===== src/rv_pkg.sv =====
package rv_pkg;

    localparam int XLEN      = 32;
    localparam int REG_IDX_W = 5;

    typedef logic [XLEN-1:0]      word_t;
    typedef logic [REG_IDX_W-1:0] reg_idx_t;

    localparam word_t RESET_ADDR = '0; // First fetch address.

    // Major opcodes, bits [6:0].
    localparam logic [6:0] OPC_OP     = 7'b0110011;
    localparam logic [6:0] OPC_OP_IMM = 7'b0010011;
    localparam logic [6:0] OPC_LUI    = 7'b0110111;
    localparam logic [6:0] OPC_STORE  = 7'b0100011;

    // Arithmetic funct3.
    localparam logic [2:0] F3_ADD_SUB = 3'b000;
    localparam logic [2:0] F3_SLL     = 3'b001;
    localparam logic [2:0] F3_SLT     = 3'b010;
    localparam logic [2:0] F3_SLTU    = 3'b011;
    localparam logic [2:0] F3_XOR     = 3'b100;
    localparam logic [2:0] F3_SRL_SRA = 3'b101;
    localparam logic [2:0] F3_OR      = 3'b110;
    localparam logic [2:0] F3_AND     = 3'b111;

    localparam logic [2:0] F3_SW      = 3'b010; // Word store only.

    localparam logic [6:0] F7_BASE    = 7'b0000000;
    localparam logic [6:0] F7_ALT     = 7'b0100000; // SUB and SRA.

    typedef enum logic [3:0] {
        ALU_ADD   = 4'd0,
        ALU_SUB   = 4'd1,
        ALU_SLL   = 4'd2,
        ALU_SLT   = 4'd3,
        ALU_SLTU  = 4'd4,
        ALU_XOR   = 4'd5,
        ALU_SRL   = 4'd6,
        ALU_SRA   = 4'd7,
        ALU_OR    = 4'd8,
        ALU_AND   = 4'd9,
        ALU_PASS2 = 4'd10 // LUI, result is op2.
    } alu_op_t;

endpackage


===== src/rv_exec_if.sv =====
`timescale 1ns/1ns

interface rv_exec_if;
    import rv_pkg::*;

    logic     valid;
    logic     illegal;
    alu_op_t  alu_op;
    reg_idx_t rd;
    logic     reg_write;
    logic     store;
    word_t    op1;          // Forwarded rs1.
    word_t    op2;          // Forwarded rs2 or immediate.
    word_t    store_data;
    word_t    store_offset;

    modport decode (
        output valid,
        output illegal,
        output alu_op,
        output rd,
        output reg_write,
        output store,
        output op1,
        output op2,
        output store_data,
        output store_offset
    );

    modport execute (
        input valid,
        input illegal,
        input alu_op,
        input rd,
        input reg_write,
        input store,
        input op1,
        input op2,
        input store_data,
        input store_offset
    );

endinterface


===== src/rv_result_if.sv =====
`timescale 1ns/1ns

interface rv_result_if;
    import rv_pkg::*;

    logic     valid;
    logic     illegal;
    reg_idx_t rd;
    logic     reg_write;
    logic     store;
    word_t    value;      // ALU result or store address.
    word_t    store_data;

    modport execute (
        output valid,
        output illegal,
        output rd,
        output reg_write,
        output store,
        output value,
        output store_data
    );

    modport result (
        input valid,
        input illegal,
        input rd,
        input reg_write,
        input store,
        input value,
        input store_data
    );

    // Forwarding from the instruction in execute.
    modport bypass (
        input rd,
        input reg_write,
        input value
    );

endinterface


===== src/rv_execute.sv =====
`timescale 1ns/1ns

module rv_execute
(
    rv_exec_if.execute  ex,
    rv_result_if.execute res
);
    import rv_pkg::*;

    logic [4:0] shamt;
    word_t      alu_result;
    word_t      store_addr;

    assign shamt = ex.op2[4:0];

    always_comb
    begin
        case (ex.alu_op)
            ALU_ADD:
                alu_result = ex.op1 + ex.op2;
            ALU_SUB:
                alu_result = ex.op1 - ex.op2;
            ALU_SLL:
                alu_result = ex.op1 << shamt;
            ALU_SLT:
                alu_result = {{(XLEN-1){1'b0}}, $signed(ex.op1) < $signed(ex.op2)};
            ALU_SLTU:
                alu_result = {{(XLEN-1){1'b0}}, ex.op1 < ex.op2};
            ALU_XOR:
                alu_result = ex.op1 ^ ex.op2;
            ALU_SRL:
                alu_result = ex.op1 >> shamt;
            ALU_SRA:
                alu_result = word_t'($signed(ex.op1) >>> shamt);
            ALU_OR:
                alu_result = ex.op1 | ex.op2;
            ALU_AND:
                alu_result = ex.op1 & ex.op2;
            ALU_PASS2:
                alu_result = ex.op2; // LUI.
            default:
                alu_result = '0;
        endcase
    end

    // Store address uses base plus S-type offset.
    assign store_addr = ex.op1 + ex.store_offset;

    assign res.valid      = ex.valid;
    assign res.illegal    = ex.illegal;
    assign res.rd         = ex.rd;
    assign res.reg_write  = ex.reg_write;
    assign res.store      = ex.store;
    assign res.value      = ex.store ? store_addr : alu_result;
    assign res.store_data = ex.store_data;

endmodule


===== src/rv_fetch_decode.sv =====
`timescale 1ns/1ns

module rv_fetch_decode
(
    input  logic             i_clk,
    input  logic             i_arst_n,
    output logic             o_instr_req,
    output rv_pkg::word_t    o_instr_addr,
    input  logic             i_instr_ack,
    input  rv_pkg::word_t    i_instr_data,
    rv_exec_if.decode        ex,
    rv_result_if.bypass      fwd,
    input  logic             i_wb_we,
    input  rv_pkg::reg_idx_t i_wb_rd,
    input  rv_pkg::word_t    i_wb_data
);
    import rv_pkg::*;

    logic       accept;
    logic [6:0] opcode;
    logic [2:0] f3;
    logic [6:0] f7;
    reg_idx_t   rs1;
    reg_idx_t   rs2;
    reg_idx_t   rd;
    word_t      rf_data1;
    word_t      rf_data2;
    word_t      rs1_val;
    word_t      rs2_val;
    word_t      imm_i;
    word_t      imm_s;
    word_t      imm_u;
    logic       alt;
    logic       d_illegal;
    logic       d_reg_write;
    logic       d_store;
    alu_op_t    d_alu_op;
    word_t      d_op2;

    // Priority is execute, then retire, then the register file.
    function automatic word_t forward(input reg_idx_t rs, input word_t rf,
                                      input logic ex_we, input reg_idx_t ex_rd,
                                      input word_t ex_val, input logic wb_we,
                                      input reg_idx_t wb_rd, input word_t wb_val);
        if (rs == '0)
            return '0;
        else if (ex_we && (ex_rd == rs))
            return ex_val;
        else if (wb_we && (wb_rd == rs))
            return wb_val;
        else
            return rf;
    endfunction

    always_ff @(posedge i_clk or negedge i_arst_n)
    begin
        if (!i_arst_n)
        begin
            o_instr_req  <= 1'b0;
            o_instr_addr <= RESET_ADDR;
        end
        else
        begin
            o_instr_req <= 1'b1;
            if (accept)
                o_instr_addr <= o_instr_addr + XLEN'(4);
        end
    end

    assign accept = o_instr_req && i_instr_ack;

    assign opcode = i_instr_data[6:0];
    assign rd     = i_instr_data[11:7];
    assign f3     = i_instr_data[14:12];
    assign rs1    = i_instr_data[19:15];
    assign rs2    = i_instr_data[24:20];
    assign f7     = i_instr_data[31:25];
    assign imm_i  = {{(XLEN-12){i_instr_data[31]}}, i_instr_data[31:20]};
    assign imm_s  = {{(XLEN-12){i_instr_data[31]}}, i_instr_data[31:25], i_instr_data[11:7]};
    assign imm_u  = {i_instr_data[31:12], 12'b0};

    rv_regs u_regs
    (
        .i_clk    (i_clk),
        .i_arst_n (i_arst_n),
        .i_rs1    (rs1),
        .i_rs2    (rs2),
        .i_rd     (i_wb_rd),
        .i_we     (i_wb_we),
        .i_wdata  (i_wb_data),
        .o_rdata1 (rf_data1),
        .o_rdata2 (rf_data2)
    );

    assign rs1_val = forward(rs1, rf_data1, fwd.reg_write, fwd.rd, fwd.value,
                             i_wb_we, i_wb_rd, i_wb_data);
    assign rs2_val = forward(rs2, rf_data2, fwd.reg_write, fwd.rd, fwd.value,
                             i_wb_we, i_wb_rd, i_wb_data);

    // Alternate funct7 only counts for SUB on register ops and SRA on both.
    assign alt = (f7 == F7_ALT) && ((opcode == OPC_OP) || (f3 == F3_SRL_SRA));

    always_comb
    begin
        d_illegal   = 1'b0;
        d_reg_write = 1'b0;
        d_store     = 1'b0;
        d_op2       = rs2_val;
        case (f3)
            F3_ADD_SUB: d_alu_op = alt ? ALU_SUB : ALU_ADD;
            F3_SLL:     d_alu_op = ALU_SLL;
            F3_SLT:     d_alu_op = ALU_SLT;
            F3_SLTU:    d_alu_op = ALU_SLTU;
            F3_XOR:     d_alu_op = ALU_XOR;
            F3_SRL_SRA: d_alu_op = alt ? ALU_SRA : ALU_SRL;
            F3_OR:      d_alu_op = ALU_OR;
            default:    d_alu_op = ALU_AND;
        endcase
        case (opcode)
            OPC_OP:
            begin
                d_reg_write = 1'b1;
                d_illegal   = !((f7 == F7_BASE) || (alt && ((f3 == F3_ADD_SUB) ||
                                                            (f3 == F3_SRL_SRA))));
            end
            OPC_OP_IMM:
            begin
                d_reg_write = 1'b1;
                d_op2       = imm_i;
                if (f3 == F3_SLL)
                    d_illegal = (f7 != F7_BASE);
                else if (f3 == F3_SRL_SRA)
                    d_illegal = (f7 != F7_BASE) && !alt;
            end
            OPC_LUI:
            begin
                d_reg_write = 1'b1;
                d_alu_op    = ALU_PASS2;
                d_op2       = imm_u;
            end
            OPC_STORE:
            begin
                d_store   = 1'b1;
                d_illegal = (f3 != F3_SW);
            end
            default: d_illegal = 1'b1;
        endcase
        if (d_illegal)
        begin
            d_reg_write = 1'b0;
            d_store     = 1'b0;
        end
        d_reg_write = d_reg_write && (rd != '0); // x0 never written.
    end

    always_ff @(posedge i_clk or negedge i_arst_n)
    begin
        if (!i_arst_n)
        begin
            ex.valid     <= 1'b0;
            ex.illegal   <= 1'b0;
            ex.reg_write <= 1'b0;
            ex.store     <= 1'b0;
        end
        else
        begin
            ex.valid     <= accept;
            ex.illegal   <= accept && d_illegal;
            ex.reg_write <= accept && d_reg_write;
            ex.store     <= accept && d_store;
        end
    end

    always_ff @(posedge i_clk)
    begin
        if (accept)
        begin
            ex.alu_op       <= d_alu_op;
            ex.rd           <= rd;
            ex.op1          <= rs1_val;
            ex.op2          <= d_op2;
            ex.store_data   <= rs2_val;
            ex.store_offset <= imm_s;
        end
    end

    // Write-back from the retire stage never targets x0.
    a_no_x0_write: assert property (@(posedge i_clk) disable iff (!i_arst_n)
        i_wb_we |-> (i_wb_rd != '0));

endmodule


===== src/rv_lite_top.sv =====
`timescale 1ns/1ns

module rv_lite_top
(
    input  logic          i_clk,
    input  logic          i_arst_n,
    output logic          o_instr_req,
    output rv_pkg::word_t o_instr_addr,
    input  logic          i_instr_ack,
    input  rv_pkg::word_t i_instr_data,
    output logic          o_data_req,
    output logic          o_data_write,
    output rv_pkg::word_t o_data_addr,
    output rv_pkg::word_t o_data_wdata,
    output logic          o_instr_issued,
    output logic          o_illegal_instr
);
    import rv_pkg::*;

    logic     wb_we;
    reg_idx_t wb_rd;
    word_t    wb_data;

    rv_exec_if   ex_if();
    rv_result_if res_if();

    rv_fetch_decode u_fetch_decode
    (
        .i_clk        (i_clk),
        .i_arst_n     (i_arst_n),
        .o_instr_req  (o_instr_req),
        .o_instr_addr (o_instr_addr),
        .i_instr_ack  (i_instr_ack),
        .i_instr_data (i_instr_data),
        .ex           (ex_if.decode),
        .fwd          (res_if.bypass),
        .i_wb_we      (wb_we),
        .i_wb_rd      (wb_rd),
        .i_wb_data    (wb_data)
    );

    rv_execute u_execute
    (
        .ex  (ex_if.execute),
        .res (res_if.execute)
    );

    rv_result u_result
    (
        .i_clk           (i_clk),
        .i_arst_n        (i_arst_n),
        .res             (res_if.result),
        .o_data_req      (o_data_req),
        .o_data_write    (o_data_write),
        .o_data_addr     (o_data_addr),
        .o_data_wdata    (o_data_wdata),
        .o_instr_issued  (o_instr_issued),
        .o_illegal_instr (o_illegal_instr),
        .o_wb_we         (wb_we),
        .o_wb_rd         (wb_rd),
        .o_wb_data       (wb_data)
    );

endmodule


===== src/rv_regs.sv =====
`timescale 1ns/1ns

module rv_regs
(
    input  logic             i_clk,
    input  logic             i_arst_n,
    input  rv_pkg::reg_idx_t i_rs1,
    input  rv_pkg::reg_idx_t i_rs2,
    input  rv_pkg::reg_idx_t i_rd,
    input  logic             i_we,
    input  rv_pkg::word_t    i_wdata,
    output rv_pkg::word_t    o_rdata1,
    output rv_pkg::word_t    o_rdata2
);
    import rv_pkg::*;

    word_t regs [1:31]; // No storage for x0.

    always_ff @(posedge i_clk or negedge i_arst_n)
    begin
        if (!i_arst_n)
        begin
            for (int i = 1; i < 32; i++)
            begin
                regs[i] <= '0;
            end
        end
        else if (i_we && (i_rd != '0))
        begin
            regs[i_rd] <= i_wdata;
        end
    end

    always_comb
    begin
        o_rdata1 = (i_rs1 == '0) ? '0 : regs[i_rs1];
        o_rdata2 = (i_rs2 == '0) ? '0 : regs[i_rs2];
    end

endmodule


===== src/rv_result.sv =====
`timescale 1ns/1ns

module rv_result
(
    input  logic             i_clk,
    input  logic             i_arst_n,
    rv_result_if.result      res,
    output logic             o_data_req,
    output logic             o_data_write,
    output rv_pkg::word_t    o_data_addr,
    output rv_pkg::word_t    o_data_wdata,
    output logic             o_instr_issued,
    output logic             o_illegal_instr,
    output logic             o_wb_we,
    output rv_pkg::reg_idx_t o_wb_rd,
    output rv_pkg::word_t    o_wb_data
);
    import rv_pkg::*;

    logic     r_valid;
    logic     r_illegal;
    logic     r_store;
    logic     r_reg_write;
    reg_idx_t r_rd;
    word_t    r_value;
    word_t    r_store_data;

    always_ff @(posedge i_clk or negedge i_arst_n)
    begin
        if (!i_arst_n)
        begin
            r_valid     <= 1'b0;
            r_illegal   <= 1'b0;
            r_store     <= 1'b0;
            r_reg_write <= 1'b0;
            r_rd        <= '0;
        end
        else
        begin
            r_valid     <= res.valid;
            r_illegal   <= res.illegal;
            r_store     <= res.store;
            r_reg_write <= res.reg_write;
            r_rd        <= res.rd;
        end
    end

    always_ff @(posedge i_clk)
    begin
        r_value      <= res.value;
        r_store_data <= res.store_data;
    end

    assign o_data_req      = r_valid && r_store;
    assign o_data_write    = r_store; // Stores only.
    assign o_data_addr     = r_value;
    assign o_data_wdata    = r_store_data;
    assign o_instr_issued  = r_valid && !r_illegal;
    assign o_illegal_instr = r_valid && r_illegal;
    assign o_wb_we         = r_reg_write;
    assign o_wb_rd         = r_rd;
    assign o_wb_data       = r_value;

    // Decode must have dropped the store of any illegal word.
    a_store_not_illegal: assert property (@(posedge i_clk) disable iff (!i_arst_n)
        !(o_data_req && o_illegal_instr));

    a_write_is_req: assert property (@(posedge i_clk) disable iff (!i_arst_n)
        o_data_write == o_data_req);

endmodule


===== config.mk =====
export PLATFORM = sky130hd
export DESIGN_NAME = rv_lite_top
export DESIGN_NICKNAME = d
export VERILOG_FILES = /design/src/rv_pkg.sv /design/src/rv_exec_if.sv /design/src/rv_result_if.sv /design/src/rv_execute.sv /design/src/rv_fetch_decode.sv /design/src/rv_lite_top.sv /design/src/rv_regs.sv /design/src/rv_result.sv
export SDC_FILE = /design/constraint.sdc
export NUM_CORES = 2
export LEC_CHECK = 0
export BUFFER_PORTS_ARGS = -buffer_cell sky130_fd_sc_hd__buf_2
export CAP_MARGIN = 5
export CORE_ASPECT_RATIO = 1.2
export CORE_UTILIZATION = 40
export CTS_CLUSTER_SIZE = 25
export DETAILED_ROUTE_END_ITERATION = 10
export PLACE_DENSITY = 0.61
export SLEW_MARGIN = 10
export SYNTH_ARGS = -nofsm -noshare
export SYNTH_HDL_FRONTEND = slang
export SYNTH_SLANG_ARGS = --single-unit

===== constraint.sdc =====
create_clock -name i_clk -period 9.5 [get_ports i_clk]
set_input_delay 0.475 -clock i_clk [delete_from_list [all_inputs] [get_ports i_clk]]
set_output_delay 0.475 -clock i_clk [all_outputs]
set_load 0.03 [all_outputs]

After elaboration in Yosys (flattened, before gate mapping)
Cells that the tools add are included. Widths: inputs -> output; s select.

Register bits after elaboration: 1219. Bits of input ports: 35. Output and inout bits: 101. Word-level logic and storage cells: 154.

Add/sub/neg operators: 4. $lt $le $gt $ge: 6. Equal/unequal tests: 26. Shift operators: 3. Multiplexer cells: 27. Bitwise operators: 6. Reduce and logical (&&, ||, !) cells: 32.

Operators by type and width (number): $bwmux 992 (1); $mux 32 (11); $pmux 32 s11 (1); $bmux 32 s5 (2); $demux 32 s5 (1); $add 32x32->32 (2); $lt 32x32->1 (2); $pmux 32 s2 (1); $add 32x3->32 const B (1); $and 32x32->32 (1); $or 32x32->32 (1); $shl 32x5->32 (1); $shr 32x5->32 (1); $sshr 32x5->32 (1); $sub 32x32->32 (1); $xor 32x32->32 (1); $eq 7x6->1 const B (4); $pmux 4 s7 (1); $eq 5x5->1 (4); $ge 6x6->1 const B (3); $not 5->6 (3); $logic_and 1x1->1 (17); $eq 4x3->1 const B (4); $eq 4x4->1 const B (3); other kinds (19) (36).

Logic depth before layout (Yosys ltp)
Word-level depth: 11. Mapped depth: 16. Mapped depth without buffers: 14.

By module
A second synthesis with hierarchy kept.

Cells, all modules: 6520. Area total of the unflattened synthesis: 73633.1 um^2.

Modules (own cells, without submodules): rv_regs (times used 1, cells each 4063, area an instance 53218.5 um^2, seq. area each 24823.8 um^2); rv_execute (times used 1, cells each 1644, area an instance 10872.9 um^2, seq. area each 0.0 um^2); rv_fetch_decode (times used 1, cells each 705, area an instance 7772.5 um^2, seq. area each 4239.1 um^2); rv_result (times used 1, cells each 108, area an instance 1769.2 um^2, seq. area each 1506.4 um^2).

Least setup slack after synthesis
OpenSTA, ideal clock, no wires.

Path kind: register to register. Start: register u_fetch_decode.o_instr_req. End: register u_fetch_decode.o_instr_addr[28]. Library setup time: 0.134 ns. Data arrival time: 4.608 ns. Required time: 9.366 ns. Slack: 4.758 ns. Stages on the path, launching flop included: 11. Path buffers: 0. Clock period less this slack: 4.742 ns. Cell sequence: dfrtp_1 > nand2_1 > inv_1 > nand4_1 > nor2_1 > and3_1 > inv_1 > nor3_1 > and4_1 > nand2_1 > xnor2_1.

Cells in the longest elaborated chain, start to end: 1.

RTL lines: start: declaration (line rv_fetch_decode.sv:7) `output logic o_instr_req,`; start signal: assignment (line rv_fetch_decode.sv:59) `o_instr_req <= 1'b0;`; start signal: assignment (line rv_fetch_decode.sv:64) `o_instr_req <= 1'b1;`; $logic_and 1x1->1 (line rv_fetch_decode.sv:70) `assign accept = o_instr_req && i_instr_ack;`; via u_fetch_decode.accept (line rv_fetch_decode.sv:19) `logic accept;`; end signal: assignment (line rv_fetch_decode.sv:66) `o_instr_addr <= o_instr_addr + XLEN'(4);`; end: declaration (line rv_fetch_decode.sv:8) `output rv_pkg::word_t o_instr_addr,`.

The timed path passes the listed nets, and every way through them passes these cells. A chain may end at the register's enable or synchronous reset.

Worst setup path in the final report
Start: register u_fetch_decode.ex.op2[2]. End: register u_fetch_decode.ex.op2[0], data pin.

Cells in the longest elaborated chain, start to end: 6. Elaborated cells between the ends (all ways): 10. Those cells by class: 2 x order compare; 3 x shift; 5 x mux.

RTL lines: start: declaration (line rv_exec_if.sv:25) `output op2,`; start signal: assignment (line rv_fetch_decode.sv:181) `ex.op2 <= d_op2;`; $lt 32x32->1, or another cell as far along (line rv_execute.sv:28) `alu_result = {{(XLEN-1){1'b0}}, ex.op1 < ex.op2};`; $pmux 32 s11 (*) (line rv_execute.sv:18) `case (ex.alu_op)`; $mux 32 (*) (line rv_execute.sv:54) `assign res.value = ex.store ? store_addr : alu_result;`; via res_if.value[0] (line rv_result_if.sv:11) `word_t value;`; $mux 32 (*) (line rv_fetch_decode.sv:47) `else if (ex_we && (ex_rd == rs))`; $mux 32 (*) (line rv_fetch_decode.sv:45) `if (rs == '0)`; $pmux 32 s2 (*) (line rv_fetch_decode.sv:119) `case (opcode)`; via u_fetch_decode.d_op2[0] (line rv_fetch_decode.sv:38) `word_t d_op2;`.

Mark *: on every way through the listed nets, which the timed path passes. The rest lies on a longest branch.

==> impl_metrics.py <==
metrics = {
    "outcome": {
        "status": "finished clean",
    },
    "setup_path": {
        "critPathMaxStageDelay_ps": 800,
        "path_cells": "buf_4 > clkinv_1 > buf_4 > ha_1 > nor2b_1 > o311ai_2 > a211oi_1 > buf_4 > o31ai_1 > o21ai_0 > a22oi_1 > o21ai_0 > a32oi_1 > o21ai_0 > o21ai_0",
        "crit_fanout": 37,
        "cp.arrival_ps": 6290,
        "worstRegToRegCells": 15,
        "worstPathRequired_ps": 10130,
        "crit_start": "u_fetch_decode.ex.op2[2]$_DFFE_PP_",
        "crit_type": "reg -> reg",
        "start_kind": "flop",
        "rrSetupSlack_ps": 3840,
        "r2r-end": "u_fetch_decode.ex.op2[0]$_DFFE_PP_",
        "cp_slowest_cell": "o31ai_1",
        "path_common_cell": "o21ai_0",
        "endpoint": "u_fetch_decode.ex.op2[0]$_DFFE_PP_",
        "r2r-start": "u_fetch_decode.ex.op2[2]$_DFFE_PP_",
        "cp-end-kind": "flop",
    },
    "floorplanning": {
        "io_pins": 136,
        "dieArea_sq_um": 185000,
        "core_sq_um": 181000,
        "initial_core_util_pct": 40.4,
        "rows": 171,
        "die_w_microns": 393,
        "die_h_microns": 471,
    },
    "drt": {
        "wl_per_cell_microns": 34.0,
        "antenna_left": 0,
        "drtIter0Drc": 6052,
        "viasPerCell": 6.52,
        "drtPass1Iterations": 8,
        "drc": 0,
        "drt_wl_total_microns": 282000,
        "vias": 54100,
    },
    "clock_tree": {
        "clk_pin_slew_ps": 60,
        "cts-htree-levels": 4,
        "clk_latency_ps": 800,
        "cts_resized": 0,
        "cts_num_sinks": 1212,
        "tritoncts": "yes",
        "cts_buffers": 133,
        "clockBufferDepth": 3,
        "root_buffer": "clkbuf_16",
    },
    "pwr": {
        "p_total_mw": 12.2,
        "ir_worst_vdd_mv": 0.107,
        "power_density_nw_per_um2": 150,
        "p_leak_nw": 36.1,
    },
    "synth": {
        "synth_compound_area_share_pct": 9.40,
        "synth-edff-count": 112,
        "netlist_top_cells_area": "dfrtp_1 (35%), mux4_2 (17%), mux2_2 (16%)",
        "synth_warnings": 0,
        "synth_most_common_cell": "mux2_2",
        "synth_cell_type_count": 92,
        "synth_top_area_cell": "dfrtp_1",
        "ys_ff_latch": 1212,
        "yosysTopAreaCellShare_pct": 35.4,
        "avgSynthCellArea_sq_um": 12.5,
        "synth_simple_gate_area_share_pct": 5.68,
        "yosys-top-cells-count": "mux2_2 (1058), dfrtp_1 (1036), mux4_2 (565)",
        "ys_async_sr_fraction_pct": 85.5,
        "synth_top_family_by_area": "multiplexers",
        "syn_inst": 5850,
        "yosys-mux-area-fraction_pct": 36.0,
        "ys_seq_area_share_pct": 41.7,
        "synth_flop_cell": "dfrtp_1",
        "mappedNetlistArea_sq_um": 73200,
        "yosys.area_share.xor_xnor_pct": 1.02,
        "synth_fa_ha_area_share_pct": 2.41,
    },
    "placement": {
        "port_buffers": 133,
        "dp_hpwl_microns": 183000,
        "place_congestion": 1.03,
        "placed_cells": 8046,
        "place_area_sq_um": 76600,
        "pre_cts_slack_ps": 4150,
    },
    "timing": {
        "setup_tns_ps": 0,
        "finalCriticalPeriod_ps": 5660,
        "drv_slew": 0,
        "rsz0062_at_grt": "no",
        "fin_skew_ps": 31.4,
        "setup_viol": 0,
        "slew_headroom_pct": 13.6,
        "hold_ws_ps": 72.0,
        "worst_slack_ps": 3840,
        "max_freq_ghz": 0.177,
        "period_share_pct": 59.6,
        "hold_viol_final": 0,
        "tightest_slew_ps": 1300,
    },
    "final_layout": {
        "nNetsFinal": 5942,
        "multiInputGateArea_sq_um": 40200,
        "fin_cells": 8297,
        "fin_util_pct": 44.8,
        "drive_gt1_share_pct": 38.0,
        "syn_to_final_growth_pct": 11.0,
        "fin_area_sq_um": 81200,
        "fillers": 16500,
        "register_area_sq_um": 30600,
    },
    "min_path": {
        "min_path_type": "in -> reg",
    },
    "flow_run": {
        "maxCapViolCount": 0,
    },
    "global_routing": {
        "grt_max_degree": 175,
        "antenna_found_initial": 10,
        "grt_overflow_total": 0,
        "grt_pass1_wl_microns": 406000,
        "track_usage_pct": 30.4,
        "grt_pass1_vias": 54600,
    },
}
per-layer routing:
layer	vias to the layer above	GRT usage [%]	share of wire [%]
li1	22200	-	-
met1	28500	38.8	39
met2	2614	48.0	47
met3	737	6.33	8.0
met4	6	17.2	6.5
met5	-	0	0.015
final cells by class:
class                      count  share of cell area, %
multi-input combinational   3957                   49.5
tap                         2422                   3.73
clock buffer                 194                   4.94
antenna                        1                0.00308
sequential                  1212                   37.6
timing repair buffer         330                   2.89
inverter                     134                  0.622
clock inverter                47                  0.696
flip-flops by register name, summed over array words and instances, names as in the netlist, 12 cells and up:
| signal | cells |
|---|---|
| u_fetch_decode.o_instr_addr | 30 |
| u_fetch_decode.ex.store_offset | 12 |
| u_result.o_data_wdata | 32 |
| u_result.o_data_addr | 32 |
| u_fetch_decode.ex.store_data | 32 |
| u_fetch_decode.ex.op1 | 32 |
| u_fetch_decode.ex.op2 | 32 |
| u_fetch_decode.u_regs.regs | 992 |
how the worst min path moves through the flow:
stage                                                from                                      endpoint  slack [ps]  cells past startpoint
2_1_floorplan                                    i_arst_n           u_fetch_decode.ex.illegal$_DFF_PN0_         180                      0
3_3_place_gp    u_fetch_decode.ex.store_data[4]$_DFFE_PP_              u_result.o_data_wdata[4]$_DFF_P_         330                      0
3_5_place_dp   u_fetch_decode.ex.store_data[17]$_DFFE_PP_             u_result.o_data_wdata[17]$_DFF_P_         330                      0
4_1_cts                                  i_instr_data[31]  u_fetch_decode.ex.store_offset[11]$_DFFE_PP_           8                      1
5_1_grt                                  i_instr_data[31]  u_fetch_decode.ex.store_offset[11]$_DFFE_PP_          30                      1
6_report                                 i_instr_data[31]  u_fetch_decode.ex.store_offset[11]$_DFFE_PP_          70                      1
cells in the final DEF, fill, tap and decap left out, drive strengths merged, types with 31 or more instances in the layout:
master / netlist / layout
mux2: 1058 / 1058
dfrtp: 1036 / 1036
mux4: 565 / 565
nor2: 326 / 326
buf: 182 / 321
nand2: 275 / 275
a21oi: 223 / 223
o21ai: 218 / 218
clkbuf: 366 / 195
mux2i: 173 / 173
inv: 132 / 140
ha: 136 / 136
edfxtp: 112 / 112
a211oi: 83 / 83
nor3: 65 / 65
dfxtp: 64 / 64
a22o: 55 / 55
xnor2: 54 / 54
nand3: 46 / 46
a22oi: 44 / 44
o221ai: 44 / 44
o211ai: 38 / 38
o22ai: 35 / 35
a221oi: 33 / 33
xor2: 31 / 31
where the power goes:
group | switching (mW) | internal (mW) | total [mW]
Combinational | 1.01 | 0.382 | 1.39
Clock | 2.27 | 3.22 | 5.48
Sequential | 0.0565 | 5.28 | 5.34
worst max-delay path: cells and delay by family (launching register included):
family	cells	cell delay, ps
AOI/OAI and AO/OA	9	3470
adders and majority gates	1	550
buffers and inverters	4	1010
DFF	1	320
and+or+nand+nor	1	130
logic make-up (layout without fill, tap and decap cells):
| group | after synthesis | count (layout) |
|---|---|---|
| XOR/XNOR | 85 | 85 |
| adder cells (fa/ha/maj) | 139 | 139 |
| AO/OA/AOI/OAI | 1017 | 1017 |
| multiplexers | 1796 | 1796 |
| other | 2 | 4 |
| buffers and inverters | 682 | 705 |
| flip-flops | 1212 | 1212 |
| AND/OR/NAND/NOR | 917 | 917 |
timing repair:
action | in CTS | in global routing
endpoints found under the hold margin | 106 | 0
hold buffers | 8 | 0
setup buffers | 0 | 0
Power figures use the tool's default switching activity.
